$ cat config.mk
export PLATFORM = sky130hd
export DESIGN_NAME = mdc_sequencer
export DESIGN_NICKNAME = d
export VERILOG_FILES = /design/src/source/mdc_pkg.sv /design/src/source/mdc_sequencer.sv
export SDC_FILE = /design/constraint.sdc
export NUM_CORES = 1
export LEC_CHECK = 0
export BUFFER_PORTS_ARGS = -buffer_cell sky130_fd_sc_hd__buf_2
export CAP_MARGIN = 20
export CORE_AREA = 2 2 39 41
export CTS_CLUSTER_DIAMETER = 100
export DETAILED_ROUTE_END_ITERATION = 8
export DIE_AREA = 0 0 41 43
export GPL_TIMING_DRIVEN = 0
export SLEW_MARGIN = 20
export SYNTH_ARGS = -nofsm -noshare
export SYNTH_HDL_FRONTEND = slang
export SYNTH_SLANG_ARGS = --single-unit
$ cat constraint.sdc
create_clock -name clk -period 2 [get_ports clk]
set_clock_uncertainty 0.1 [all_clocks]
set_input_delay 0.1 -clock clk [delete_from_list [all_inputs] [get_ports clk]]
set_output_delay 0.1 -clock clk [all_outputs]
set_load 0.02 [all_outputs]
$ cat src/source/mdc_pkg.sv
`default_nettype none

package mdc_pkg;

    // ========================================
    // widths
    // ========================================
    // decoded element and its hamming code word
    localparam int ELEM_W = 11;
    localparam int CODE_W = 15;
    // decoded mode and its code word
    localparam int MODE_W = 5;
    localparam int MODE_CODE_W = 9;
    // 2x2 minor, one bit of headroom over the raw product difference
    localparam int MINOR_W = 23;
    localparam int DET_W = 46;
    localparam int OUT_W = 207;

    // ========================================
    // counts
    // ========================================
    localparam int N_ELEMS = 16;
    localparam int CNT_W = 5;
    // counter value of the output cycle
    localparam int OUT_CNT = 17;
    // two rows of four
    localparam int WIN_LEN = 8;
    localparam int N_ADJ = 9;
    // rows 0/1 minors, one per column pair
    localparam int N_TOP = 6;
    // up to three laplace terms share the last element
    localparam int TERM_LANES = 3;

    // decoded mode values
    localparam logic [MODE_W-1:0] MODE_CODE_2X2 = 5'b00100;
    localparam logic [MODE_W-1:0] MODE_CODE_3X3 = 5'b00110;
    localparam logic [MODE_W-1:0] MODE_CODE_4X4 = 5'b10110;

    typedef enum logic [1:0] {MODE_2X2, MODE_4X4, MODE_NONE} mode_t;

    typedef enum logic [1:0] {PH_IDLE, PH_LOAD, PH_DRAIN, PH_OUT} phase_t;

endpackage

`default_nettype wire

$ cat src/source/mdc_sequencer.sv
`timescale 1ns/1ns
`default_nettype none

module mdc_sequencer
    import mdc_pkg::*;
(
    input  logic              clk,
    input  logic              rst_n,
    input  logic              in_valid,
    input  logic [MODE_W-1:0] mode_dec,
    output logic [CNT_W-1:0]  cnt,
    output phase_t            phase,
    output mode_t             mode,
    output logic              out_valid
);

    // ========================================
    // frame counter
    // ========================================
    // 0..15 loading, 16 drain, 17 output
    always_ff @(posedge clk or negedge rst_n) begin
        if (!rst_n) begin
            cnt <= '0;
        end else if (cnt == CNT_W'(OUT_CNT)) begin
            cnt <= '0;
        end else if (in_valid || cnt != '0) begin
            cnt <= cnt + 1'b1;
        end
    end

    // ========================================
    // mode latch
    // ========================================
    // mode word only meaningful alongside e0
    always_ff @(posedge clk or negedge rst_n) begin
        if (!rst_n) begin
            mode <= MODE_NONE;
        end else if (in_valid && cnt == '0) begin
            case (mode_dec)
                MODE_CODE_2X2: mode <= MODE_2X2;
                MODE_CODE_4X4: mode <= MODE_4X4;
                // 3x3 no longer supported, output stays zero
                MODE_CODE_3X3: mode <= MODE_NONE;
                default:       mode <= MODE_NONE;
            endcase
        end
    end

    // phase straight from the count
    always_comb begin
        if (cnt == CNT_W'(OUT_CNT)) begin
            phase = PH_OUT;
        end else if (cnt == CNT_W'(N_ELEMS)) begin
            phase = PH_DRAIN;
        end else if (in_valid || cnt != '0) begin
            phase = PH_LOAD;
        end else begin
            phase = PH_IDLE;
        end
    end

    // single cycle strobe
    assign out_valid = (phase == PH_OUT);

endmodule

`default_nettype wire

# Yosys cells after proc, flatten, opt, wreduce, memory -nomap -nowiden
# Cells that the tools add are included.
[classes]
n_addsub = 1
eq_ne = 5
n_mux = 6
n_reduce_logical = 5
[op_table]
columns = ["operator", "n"]
rows = [
  ["$eq A5 B5 Y1 const B", 3],
  ["$mux W5", 2],
  ["$add A5 B1 Y5 const B", 1],
  ["$eq A5 B3 Y1 const B", 1],
  ["$logic_not A5 Y1", 1],
  ["$reduce_bool A5 Y1", 1],
  ["$mux W2", 2],
  ["$pmux W2 S2", 1],
  ["$eq A2 B2 Y1 const B", 1],
  ["$reduce_bool A2 Y1", 1],
  ["$logic_and A1 B1 Y1", 1],
  ["$logic_or A1 B1 Y1", 1],
  ["$mux W1", 1],
]
[totals]
register_bits = 7
wordCells = 19

# Longest topological paths before layout
# Gate-level depths: netlist (run 1).
[logic_depth]
ltp_word = 6
mapped_depth = 5

# Worst setup path after synthesis (run 1)
# Ideal clock, no wire load.
[synth_path]
path_kind = "register to register"
startpoint = "register cnt[1]"
endpoint = "register cnt[0]"
setup_time_ns = 0.125
arrival_ns = 1.402
required_ns = 1.775
slack_ns = 0.374
path_stages_with_launch = 6
n_path_buf = 0
period_less_slack_ns = 1.626
path_cell_list = "dfrtp_1 -> inv_1 -> ha_1 -> and4bb_2 -> nor2_1 -> mux2_2"
[synth_between]
elab_chain_cells = 3
elab_cells_between_ends = 5
[synth_lines]
columns = ["item", "line", "rtl"]
rows = [
  ["from (decl)", "mdc_sequencer.sv:11", "output logic [CNT_W-1:0] cnt,"],
  ["from (signal assigned)", "mdc_sequencer.sv:27", "cnt <= cnt + 1'b1;"],
  ["$reduce_bool A5 Y1", "mdc_sequencer.sv:26", "end else if (in_valid || cnt != '0) begin"],
  ["$logic_or A1 B1 Y1", "mdc_sequencer.sv:26", ""],
  ["$reduce_bool A2 Y1 (no line)", "-", ""],
]
# Several ways; a longest one is shown, not always the timed one.
# A chain may end at the register's enable or synchronous reset.

# Worst setup path in the final report (run 1)
[layout_path]
startpoint = "register cnt[1]"
endpoint = "output port out_valid"
[layout_between]
elab_chain_cells = 6
elab_cells_between_ends = 8
[layout_lines]
columns = ["item", "line", "rtl"]
rows = [
  ["$reduce_bool A5 Y1", "mdc_sequencer.sv:55", "end else if (in_valid || cnt != '0) begin"],
  ["$logic_or A1 B1 Y1", "mdc_sequencer.sv:55", ""],
  ["$mux W1", "mdc_sequencer.sv:55", ""],
  ["$mux W2", "mdc_sequencer.sv:53", "end else if (cnt == CNT_W'(N_ELEMS)) begin"],
  ["$mux W2 *", "mdc_sequencer.sv:51", "if (cnt == CNT_W'(OUT_CNT)) begin"],
  ["$eq A2 B2 Y1 *", "mdc_sequencer.sv:63", "assign out_valid = (phase == PH_OUT);"],
  ["to (decl)", "mdc_sequencer.sv:14", "output logic out_valid"],
]
# Mark *: on every way between the ends. The rest lies on a longest branch, timed or not.

==> results of run 1 <==
[where the power goes]
group          total (µW)  internal [µW]  switching [µW]
clock network         124           75.9            48.4
logic                 457            196             261
registers             295            218            76.8
[final cells by class]
type                            instances  area share
Inverter                                4     0.02626
Timing Repair Buffer                   18      0.1663
Buffer                                  1    0.008753
Multi-Input combinational cell         30      0.4092
Sequential cell                         7      0.3085
Tap cell                               16     0.03501
Clock buffer                            4     0.04595
[flip-flops by register name, summed over array words and instances (netlist names)]
name / flops
mode: 2
cnt: 5
[logic make-up (layout without fill, tap and decap cells)]
group / count (synthesis) / count (layout) / share of synthesized area
and+or+nand+nor: 16 / 16 / 0.2268
DFF: 7 / 7 / 0.4099
AOI/OAI and AO/OA: 4 / 4 / 0.06687
buffers and inverters: 5 / 27 / 0.04649
muxes: 5 / 5 / 0.1221
adders and majority gates: 3 / 3 / 0.08722
xor gates and xnor gates: 2 / 2 / 0.04071
[routing by layer]
metal | global-route usage | routed length [µm] | vias to the layer above
li1 | - | - | 195
met1 | 0.1238 | 363 | 154
met2 | 0.1500 | 367 | 7
met3 | 0.06283 | 35 | 0
met4 | 0.06000 | 0 | 0
met5 | 0 | 0 | -
[final timing paths]
kind	endpoint	slack (ns)	startpoint
worst max-delay path	out_valid	0.37	cnt[1]
worst min-delay path	mode[0]	0.02	mode_dec[1]
worst max register to register	cnt[0]	0.47	cnt[1]
worst min register to register	mode[0]	0.42	mode[0]
max in group asynchronous	mode[1]	1.46	rst_n
min in group asynchronous	mode[0]	0.11	rst_n
[repair_timing]
action / 4_1_cts / 5_1_grt
hold buffers: 1 / 0
endpoints found under the hold margin: 7 / 0
setup buffers: 0 / 0
endpoints found under the setup margin: 0 / 0
[stage by stage]
| step | setup slack [ns] | util | instances | instance area, µm² | power, µW |
|---|---|---|---|---|---|
| 5_1_grt | 0.2760 | 0.4132 | 80 | 571.8 | 953.6 |
| 3_5_place_dp | 0.4721 | 0.3870 | 75 | 535.5 | 759.5 |
| 6_report | 0.3681 | 0.4132 | 80 | 571.8 | 875.6 |
| 3_3_place_gp | 0.4605 | 0.3870 | 75 | 535.5 | 754.1 |
| 4_1_cts | 0.3519 | 0.4132 | 80 | 571.8 | 890.5 |
| 2_1_floorplan | 0.3736 | - | 42 | 430.4 | 623.9 |
[synth_stat cells (all sizes together)]
| library cell | number |
|---|---|
| a22o | 1 |
| o211a | 1 |
| dfrtp | 6 |
| mux2 | 2 |
| nor2 | 4 |
| a21oi | 2 |
| mux2i | 3 |
| dfstp | 1 |
| and4bb | 1 |
| nor3 | 2 |
| clkbuf | 1 |
| and4 | 1 |
| nand4b | 1 |
| inv | 4 |
| ha | 3 |
| nand4 | 1 |
| xnor2 | 2 |
| nand2b | 2 |
| nand3 | 4 |
[worst register-to-register path, delay by kind of cell (launching register included)]
kind / cells / cell delay [ns]
adder cells (fa/ha/maj): 1 / 0.22
buffers and inverters: 1 / 0.11
flip-flops: 1 / 0.40
AND/OR/NAND/NOR: 2 / 0.34
multiplexers: 1 / 0.26
==> metrics, run 1 <==
run status finished clean; Syn Inst Count 42; Crit path max-delay family flip-flops; flop and latch count out of synthesis 7; cells on worst reg2reg path 5; Clock Root Buffer clkbuf_4; Crit Path Class register to output pin; Slowest-stage cell, CP dfrtp_1; Final Hold Violating Endpoints 0; vias per std cell 4.450; CP Depth 4; layout cells sized above 1 0.4063; initial antenna violation count 0; vias in the first global route 302; hold crit path type input pin to register; Synth area leaders dfrtp_1 35%, ha_1 8.7%, mux2i_1 7.0%; most frequent cells in the layout 17 x buf_2, 6 x dfrtp_1, 4 x inv_1, 4 x nand3_1; port bufs 17; Clock transition at path regs 0.05 ns; Power Density 1531 nW/µm²; Hold Crit Depth 3; Worst Tran Pin Value 0.2270 ns; Synth top area share 0.3488; CTS tree done; # H-tree levels 1; most common cell after layout, fill and taps aside buf_2; 1st-iter DRT viols 3; CTS Buf Count 3; Mean Syn Cell Area 10.25 µm²; post-synthesis sequential area ratio 0.4099; DR vias 356; syn nets 53; HPWL Detailed 631.4 µm; Clock Path Buffers 2; CP Max Fanout 4; WL final 766 µm; Worst Path Buf+Inv 2; clk_lat worst skew 0.25 ns; WP data arrival 1.43 ns; die area 1763 µm²; synth unique cells 21; largest net degree at the start of global routing 9; gp weighted congestion 0.6814; max-capacitance violation count 0; RSZ-0062 raised after global routing no; post-synth design cell area 430.4 µm²; Syn. warnings 0; Required @ worst endpoint 1.80 ns; CTS resizes 0; routed length per instance 9.575 µm; Synth area leader dfrtp_1; Setup violations, final 0; crit-path max cell delay 0.40 ns; P&R area growth vs syn 32.85%; GRT Overall Usage 0.1079; period utilisation layout 0.8159; gr ovfl total 0; area occupied by multi-input gates 234.0 µm²; Initial Util 0.3110; Num Clock Sinks 7; die span in y 43 µm; flip-flop and latch area 176.4 µm²; # DRC 0; worst hold slack 0.01813 ns; crit path time final 1.632 ns; Filler cells 143; Crit. End Element output pin; Slew headroom 0.8487; Antenna Nets Post-Route 0; fin. max-slew vios 0; Setup TNS 0 ns; P_leak 0.0002978 µW; first-pass GRT wire length 1235 µm; CP Cell Sequence inv_1, ha_1, and4bb_2, buf_2; die width 41 µm; peak supply drop 0.6079 mV; Startpoint Class register; CORE AREA 1384 µm²; row count 14; DR pass1 iterations 4; fmax 612.8 MHz; Antenna diodes 0; io pins 18; # nets final 76
No activity file was read; power rests on OpenSTA's default activity.
==> run 2, diff against run 1 <==
Settings changed: ABC_AREA set to 1.
Clock period 2 ns to 1.4 ns, I/O delays scaled along.
==> run 2 against run 1 <==
Effect of this change:
- the run now ends with negative setup slack left
- design area up 26%
- sequential power grew 49%
- routed wire length is 44% higher
- critical endpoint is now phase[0]
- highest routed layer unchanged
==> metrics, run 2 <==
run status complete, but fails checks (was finished clean); failing checks negative setup slack; 1st-iter DRT viols 9 (was 3); Largest register FFs 5 (unchanged); Synth area leader dfrtp_1 (unchanged); Mean Syn Cell Area 8.583 µm² (was 10.25 µm²); WL final 1103 µm (was 766 µm); Antenna Nets Post-Route 0 (unchanged); CORE AREA 1384 µm² (unchanged); CP startpoint cnt[1] (unchanged); CTS tree done (unchanged); DR pass1 iterations 3 (was 4); Clock Path Buffers 2 (unchanged); Int Pwr 933.3 µW (was 489.4 µW); synth unique cells 16 (was 21); RSZ-0062 raised after global routing yes (was no); WP data arrival 1.33 ns (was 1.43 ns); fin. max-slew vios 0 (unchanged); largest net degree at the start of global routing 8 (was 9); Switching Share 0.4414 (was 0.4411); flop and latch count out of synthesis 7 (unchanged); GRT Overall Usage 0.1590 (was 0.1079); Synth area leaders dfrtp_1 35%, nand3_1 9.3%, ha_1 8.7% (was dfrtp_1 35%, ha_1 8.7%, mux2i_1 7.0%); Startpoint Class register (unchanged); Core Util, Final 0.5199 (was 0.4132); fmax 664.5 MHz; gp weighted congestion 0.7320 (was 0.6814); routed length per instance 11.14 µm (was 9.575 µm); die width 41 µm (unchanged); Pwr Total 1671 µW (was 875.6 µW); crit path time final 1.505 ns; first-pass GRT wire length 1814 µm (was 1235 µm); biggest regs cnt (5), mode (2) (unchanged); Worst Tran Pin Value 0.2931 ns (was 0.2270 ns); syn nets 61 (was 53); max-capacitance violation count 0 (unchanged); die area 1763 µm² (unchanged); Clock Root Buffer clkbuf_4 (unchanged); layout cells sized above 1 0.5422 (was 0.4063); DR vias 448 (was 356); post-synthesis sequential area ratio 0.4111 (was 0.4099); row count 14 (unchanged); die span in y 43 µm (unchanged); Num Clock Sinks 7 (unchanged); worst r2r src cnt[1] (unchanged); synth cell count leaders 9 x nand2_1, 8 x inv_1, 8 x nand3_1 (was 6 x dfrtp_1, 4 x inv_1, 4 x nand3_1); clk_lat worst skew 0.25 ns (about the same); most common cell after layout, fill and taps aside buf_2 (unchanged); Required @ worst endpoint 1.23 ns (was 1.80 ns); most frequent cells in the layout 14 x buf_2, 9 x buf_4, 8 x nand2_1 (was 17 x buf_2, 6 x dfrtp_1, 4 x inv_1, 4 x nand3_1); most frequent cell after synthesis nand2_1 (was dfrtp_1); register share of total power 0.264 (was 0.337); # nets final 95 (was 76); port bufs 17 (unchanged); Slew headroom 0.8046 (was 0.8487); Crit. End Element output pin (unchanged); Most flops, register cnt (unchanged); HPWL Detailed 624.3 µm (was 631.4 µm); switching power 737.4 µW (was 386.2 µW); P&R area growth vs syn 67.64% (was 32.85%); EDFF count, synth 0 (unchanged); CP Max Fanout 2 (was 4); vias per std cell 4.525 (was 4.450); Clock Power Share 0.109 (was 0.142); period utilisation layout 1.075; combinational share of power 0.627 (was 0.522); Initial Util 0.3101 (was 0.3110); Clock transition at path regs 0.05 ns (about the same); # H-tree levels 1 (unchanged); Layout Cells excl Fill 99 (was 80); P_leak 0.0003703 µW (was 0.0002978 µW); CTS Buf Count 3 (unchanged); # placed instances 83 (was 75); Synth Flop Type dfrtp_1 (unchanged); Final Hold Violating Endpoints 0 (unchanged); initial antenna violation count 0 (unchanged); vias in the first global route 432 (was 302); Power Density 2322 nW/µm² (was 1531 nW/µm²); peak supply drop 0.9362 mV (was 0.6079 mV); Crit Path Class register to output pin (unchanged); gr ovfl total 0 (unchanged); io pins 18 (unchanged); Syn Inst Count 50 (was 42); Synth top area share 0.3499 (was 0.3488); post-route setup slack -0.1048 ns (was 0.3681 ns); hold crit path type input pin to register (unchanged); Syn. warnings 0 (unchanged); Setup violations, final 6 (was 0); HP Start mode_dec[0] (was mode_dec[1]); Antenna diodes 0 (unchanged); post-synth design cell area 429.2 µm² (was 430.4 µm²); ys async rst share 1.000 (unchanged); # DRC 0 (unchanged)
==> run 2: cell count changes after synthesis, moves of 2 or more <==
cell      before  now
a21oi_1        2    0
nand3_1        4    8
nand2_1        0    9
o21ai_1        0    3
nand2b_1       2    0
mux2i_1        3    0
inv_1          4    8
nor3_1         2    0
==> run 2: critical path, stage by stage, from the launching register on <==
cell and delay [ns]:
dfrtp_1 0.40, inv_2 0.09, ha_4 0.14, inv_2 0.04, nor2_4 0.08, nand3_2 0.09
nand2_2 0.06, nand2_1 0.06, buf_6 0.13
==> run 2: through the flow <==
step / cell area [µm²] / hold WS, ns / setup slack, ns / TNS (ns)
finish: 719.4 / 0.03057 / -0.1048 / -0.3689
detailed placement: 534.3 / -0.1888 / -0.05608 / -0.06019
global route: 719.4 / 0.04452 / -0.1796 / -0.7672
CTS: 686.9 / 0.02845 / -0.1147 / -0.2784
floorplan: 429.2 / -0.3256 / 0.004281 / 0
global placement: 534.3 / -0.1899 / -0.04747 / -0.04747
==> run 2: cell families after synthesis <==
family / share of synthesized area
fa+ha+maj: 0.08747
compound gates: 0.03498
buf+inv: 0.06997
xor+xnor: 0.06124
simple gates: 0.3353
flops: 0.4111
==> run 2: metal layers <==
| metal | global-route usage | up-vias | share of wire |
|---|---|---|---|
| met3 | 0.07853 | 0 | 0.040 |
| met4 | 0.04000 | 0 | 0 |
| met2 | 0.2500 | 12 | 0.55 |
| met5 | 0 | - | 0 |
| li1 | - | 229 | - |
| met1 | 0.1845 | 207 | 0.41 |
==> run 2: layout make-up <==
type	instances	area, µm²
fill	126	664.4
sequential	7	178.9
multi-input combinational	35	260.3
clock buffer	4	26.28
timing repair buffer	29	203.9
inverter	8	30.03
tap	16	20.02
==> run 2: path summary, 6_finish.rpt <==
| check | to | depth (start not counted) | slack (ns) |
|---|---|---|---|
| min reg2reg | mode[1] | 2 | 0.38 |
| min in group asynchronous | cnt[1] | 2 | 0.08 |
| max | phase[0] | 8 | -0.10 |
| min | mode[0] | 4 | 0.03 |
| max reg2reg | mode[1] | 11 | -0.08 |
| max in group asynchronous | mode[1] | 2 | 0.88 |
==> run 2: timing repair <==
item / in CTS / in global routing
setup endpoints to repair: 4 / 8
gates resized for setup: 14 / 6
hold endpoints to repair: 7 / 0
buffers inserted: 9 / 3
hold buffers: 1 / 0
pin swaps: 4 / 6
==> run 2: power by group through the flow <==
stage                     logic [µW]  clock network, µW  registers (µW)
after floorplan                  362                  0             549
after global placement           643                  0             440
after detailed placement         650                  0             446
after CTS                        930                189             432
after global routing            1150                206             458
final                           1050                182             441
==> run 3, diff against run 2 <==
Settings changed: HOLD_SLACK_MARGIN set to 0.05.
==> run 3 against run 2 <==
Effect of this change:
- the flow still finishes with violations (negative setup slack)
- utilization up 2.2 points
- worst setup slack better by 0.0025 ns
- global-route usage up 0.40 points
- register-to-register slack about the same
- die area unchanged
- critical path depth unchanged
- clock power about the same
- non-clock buffer count up 3
==> metrics, run 3 (synthesis gave the netlist of run 2 again) <==
Antenna Nets Post-Route 0 (unchanged); vias per std cell 4.471 (was 4.525); area occupied by multi-input gates 260.3 µm² (unchanged); Clock Root Buffer clkbuf_4 (unchanged); hold crit path type input pin to asynchronous set/reset pin (was input pin to register); # placed instances 83 (unchanged); port bufs 17 (unchanged); CP Max Fanout 2 (unchanged); row count 14 (unchanged); 1st-iter DRT viols 6 (was 9); worst r2r src cnt[1] (unchanged); DR pass1 iterations 4 (was 3); worst r2r dst mode[1] (unchanged); Final Hold Violating Endpoints 0 (unchanged); post-route setup slack -0.1022 ns (was -0.1048 ns); Num Clock Sinks 7 (unchanged); Antenna diodes 0 (unchanged); Slew headroom 0.8045 (was 0.8046); Power Density 2232 nW/µm² (was 2322 nW/µm²); Core Util, Final 0.5416 (was 0.5199); io pins 18 (unchanged); period utilisation layout 1.073 (was 1.075); CTS tree done (unchanged); Largest register FFs 5 (unchanged); Most flops, register cnt (unchanged); # DRC 0 (unchanged); Layout Cells excl Fill 102 (was 99); crit path time final 1.502 ns (was 1.505 ns); cells on worst reg2reg path 11 (unchanged); WL final 1136 µm (was 1103 µm); P&R area growth vs syn 74.64% (was 67.64%); Worst Tran Pin Value 0.2932 ns (was 0.2931 ns); failing checks negative setup slack (unchanged); Setup violations, final 6 (unchanged); RSZ-0062 raised after global routing yes (unchanged); GRT Overall Usage 0.1630 (was 0.1590); run status complete, but fails checks (unchanged); DR vias 456 (was 448); Setup TNS -0.3508 ns (was -0.3689 ns); flip-flop and latch area 178.9 µm² (unchanged); clk_lat worst skew 0.25 ns (about the same); # H-tree levels 1 (unchanged); Worst Path Buf+Inv 3 (unchanged); most frequent cells in the layout 14 x buf_2, 9 x buf_4, 8 x nand2_1 (unchanged); Crit Path Class register to output pin (unchanged); Clock Path Buffers 2 (unchanged); crit-path max cell delay 0.39 ns (was 0.40 ns); layout cells sized above 1 0.5233 (was 0.5422); fmax 665.7 MHz (was 664.5 MHz); Filler cells 120 (was 126); max-capacitance violation count 0 (unchanged); gr ovfl total 0 (unchanged); Crit path max-delay family flip-flops (unchanged); routed length per instance 11.14 µm (about the same); die area 1763 µm² (unchanged); P_leak 0.0003829 µW (was 0.0003703 µW); die width 41 µm (unchanged); Initial Util 0.3101 (unchanged); pre-CTS setup slack -0.05608 ns (unchanged); Crit path top cell by count inv_2 (unchanged); peak supply drop 0.9344 mV (was 0.9362 mV); Required @ worst endpoint 1.23 ns (about the same); Clock transition at path regs 0.05 ns (about the same); biggest regs cnt (5), mode (2) (unchanged); CTS Buf Count 3 (unchanged); vias in the first global route 444 (was 432); fin. max-slew vios 0 (unchanged); HPWL Detailed 624.3 µm (unchanged); # nets final 98 (was 95); most common cell after layout, fill and taps aside buf_2 (unchanged); Slowest-stage cell, CP dfrtp_1 (unchanged); CP Cell Sequence inv_2, ha_4, inv_2, nor2_4, nand3_2, nand2_2, nand2_1, buf_6 (unchanged); WP data arrival 1.33 ns (about the same); Crit. End Element output pin (unchanged); first-pass GRT wire length 1863 µm (was 1814 µm); R2R Setup Slk -0.08 ns (about the same); Startpoint Class register (unchanged); largest net degree at the start of global routing 8 (unchanged); initial antenna violation count 0 (unchanged); gp weighted congestion 0.7320 (unchanged); die span in y 43 µm (unchanged); CORE AREA 1384 µm² (unchanged)
[run 3: cell types whose count changed in the layout (fill, tap and decap cells not counted), sizes merged]
cell,before,now
dlygate4sd3,1,4
[run 3: power breakdown]
part           switching (µW)  leakage, µW  total (µW)  internal, µW
Clock                    73.8    0.0000150         183           109
Combinational             539     0.000286        1050           511
Sequential                121    0.0000818         441           319
[run 3: worst reg2reg max path, cell delays in order (launching register included)]
cell     delay [ns]
dfrtp_1        0.39
inv_2          0.09
ha_4           0.14
inv_2          0.04
nor2_4         0.08
buf_4          0.12
buf_6          0.08
buf_6          0.08
nand2_1        0.04
nor2_1         0.10
nand3_1        0.07
nand2_1        0.07
[run 3: cell type report]
type | count | share of cell area
tap | 16 | 0.02671
clock buffer | 4 | 0.03506
multi-input combinational | 35 | 0.3472
timing repair buffer | 32 | 0.3122
sequential | 7 | 0.2387
inverter | 8 | 0.04007
[run 3: layer usage]
metal	wire length, µm	vias to the layer above	part of all wire	global-route usage
met2	611	13	0.54	0.2594
li1	-	235	-	-
met3	43	0	0.038	0.07853
met1	481	208	0.42	0.1877
met5	0	-	0	0
met4	0	0	0	0.04000
[run 3: stage by stage]
| step | total power [µW] | area [µm²] | hold slack (ns) |
|---|---|---|---|
| 6_report | 1673 | 749.5 | 0.08415 |
| 5_1_grt | 1822 | 749.5 | 0.1038 |
| 4_1_cts | 1555 | 706.9 | 0.05394 |
| 3_5_place_dp | 1096 | 534.3 | -0.1888 |
| 3_3_place_gp | 1082 | 534.3 | -0.1899 |
| 2_1_floorplan | 911.1 | 429.2 | -0.3256 |
[run 3: how the worst max path moves through the flow]
stage               startpoint        to  cells after the start
CTS                     cnt[1]  phase[0]                      8
global placement        cnt[0]  phase[0]                      8
finish                  cnt[1]  phase[0]                      8
floorplan               cnt[0]    cnt[2]                      6
detailed placement      cnt[0]  phase[0]                      8
global route            cnt[1]  phase[0]                      8
[run 3: repair_timing]
item	4_1_cts	5_1_grt
hold buffers	3	1
hold endpoints to repair	8	1
setup buffers	9	3
gates resized for setup	14	6
setup endpoints to repair	4	8
pin swaps	4	6
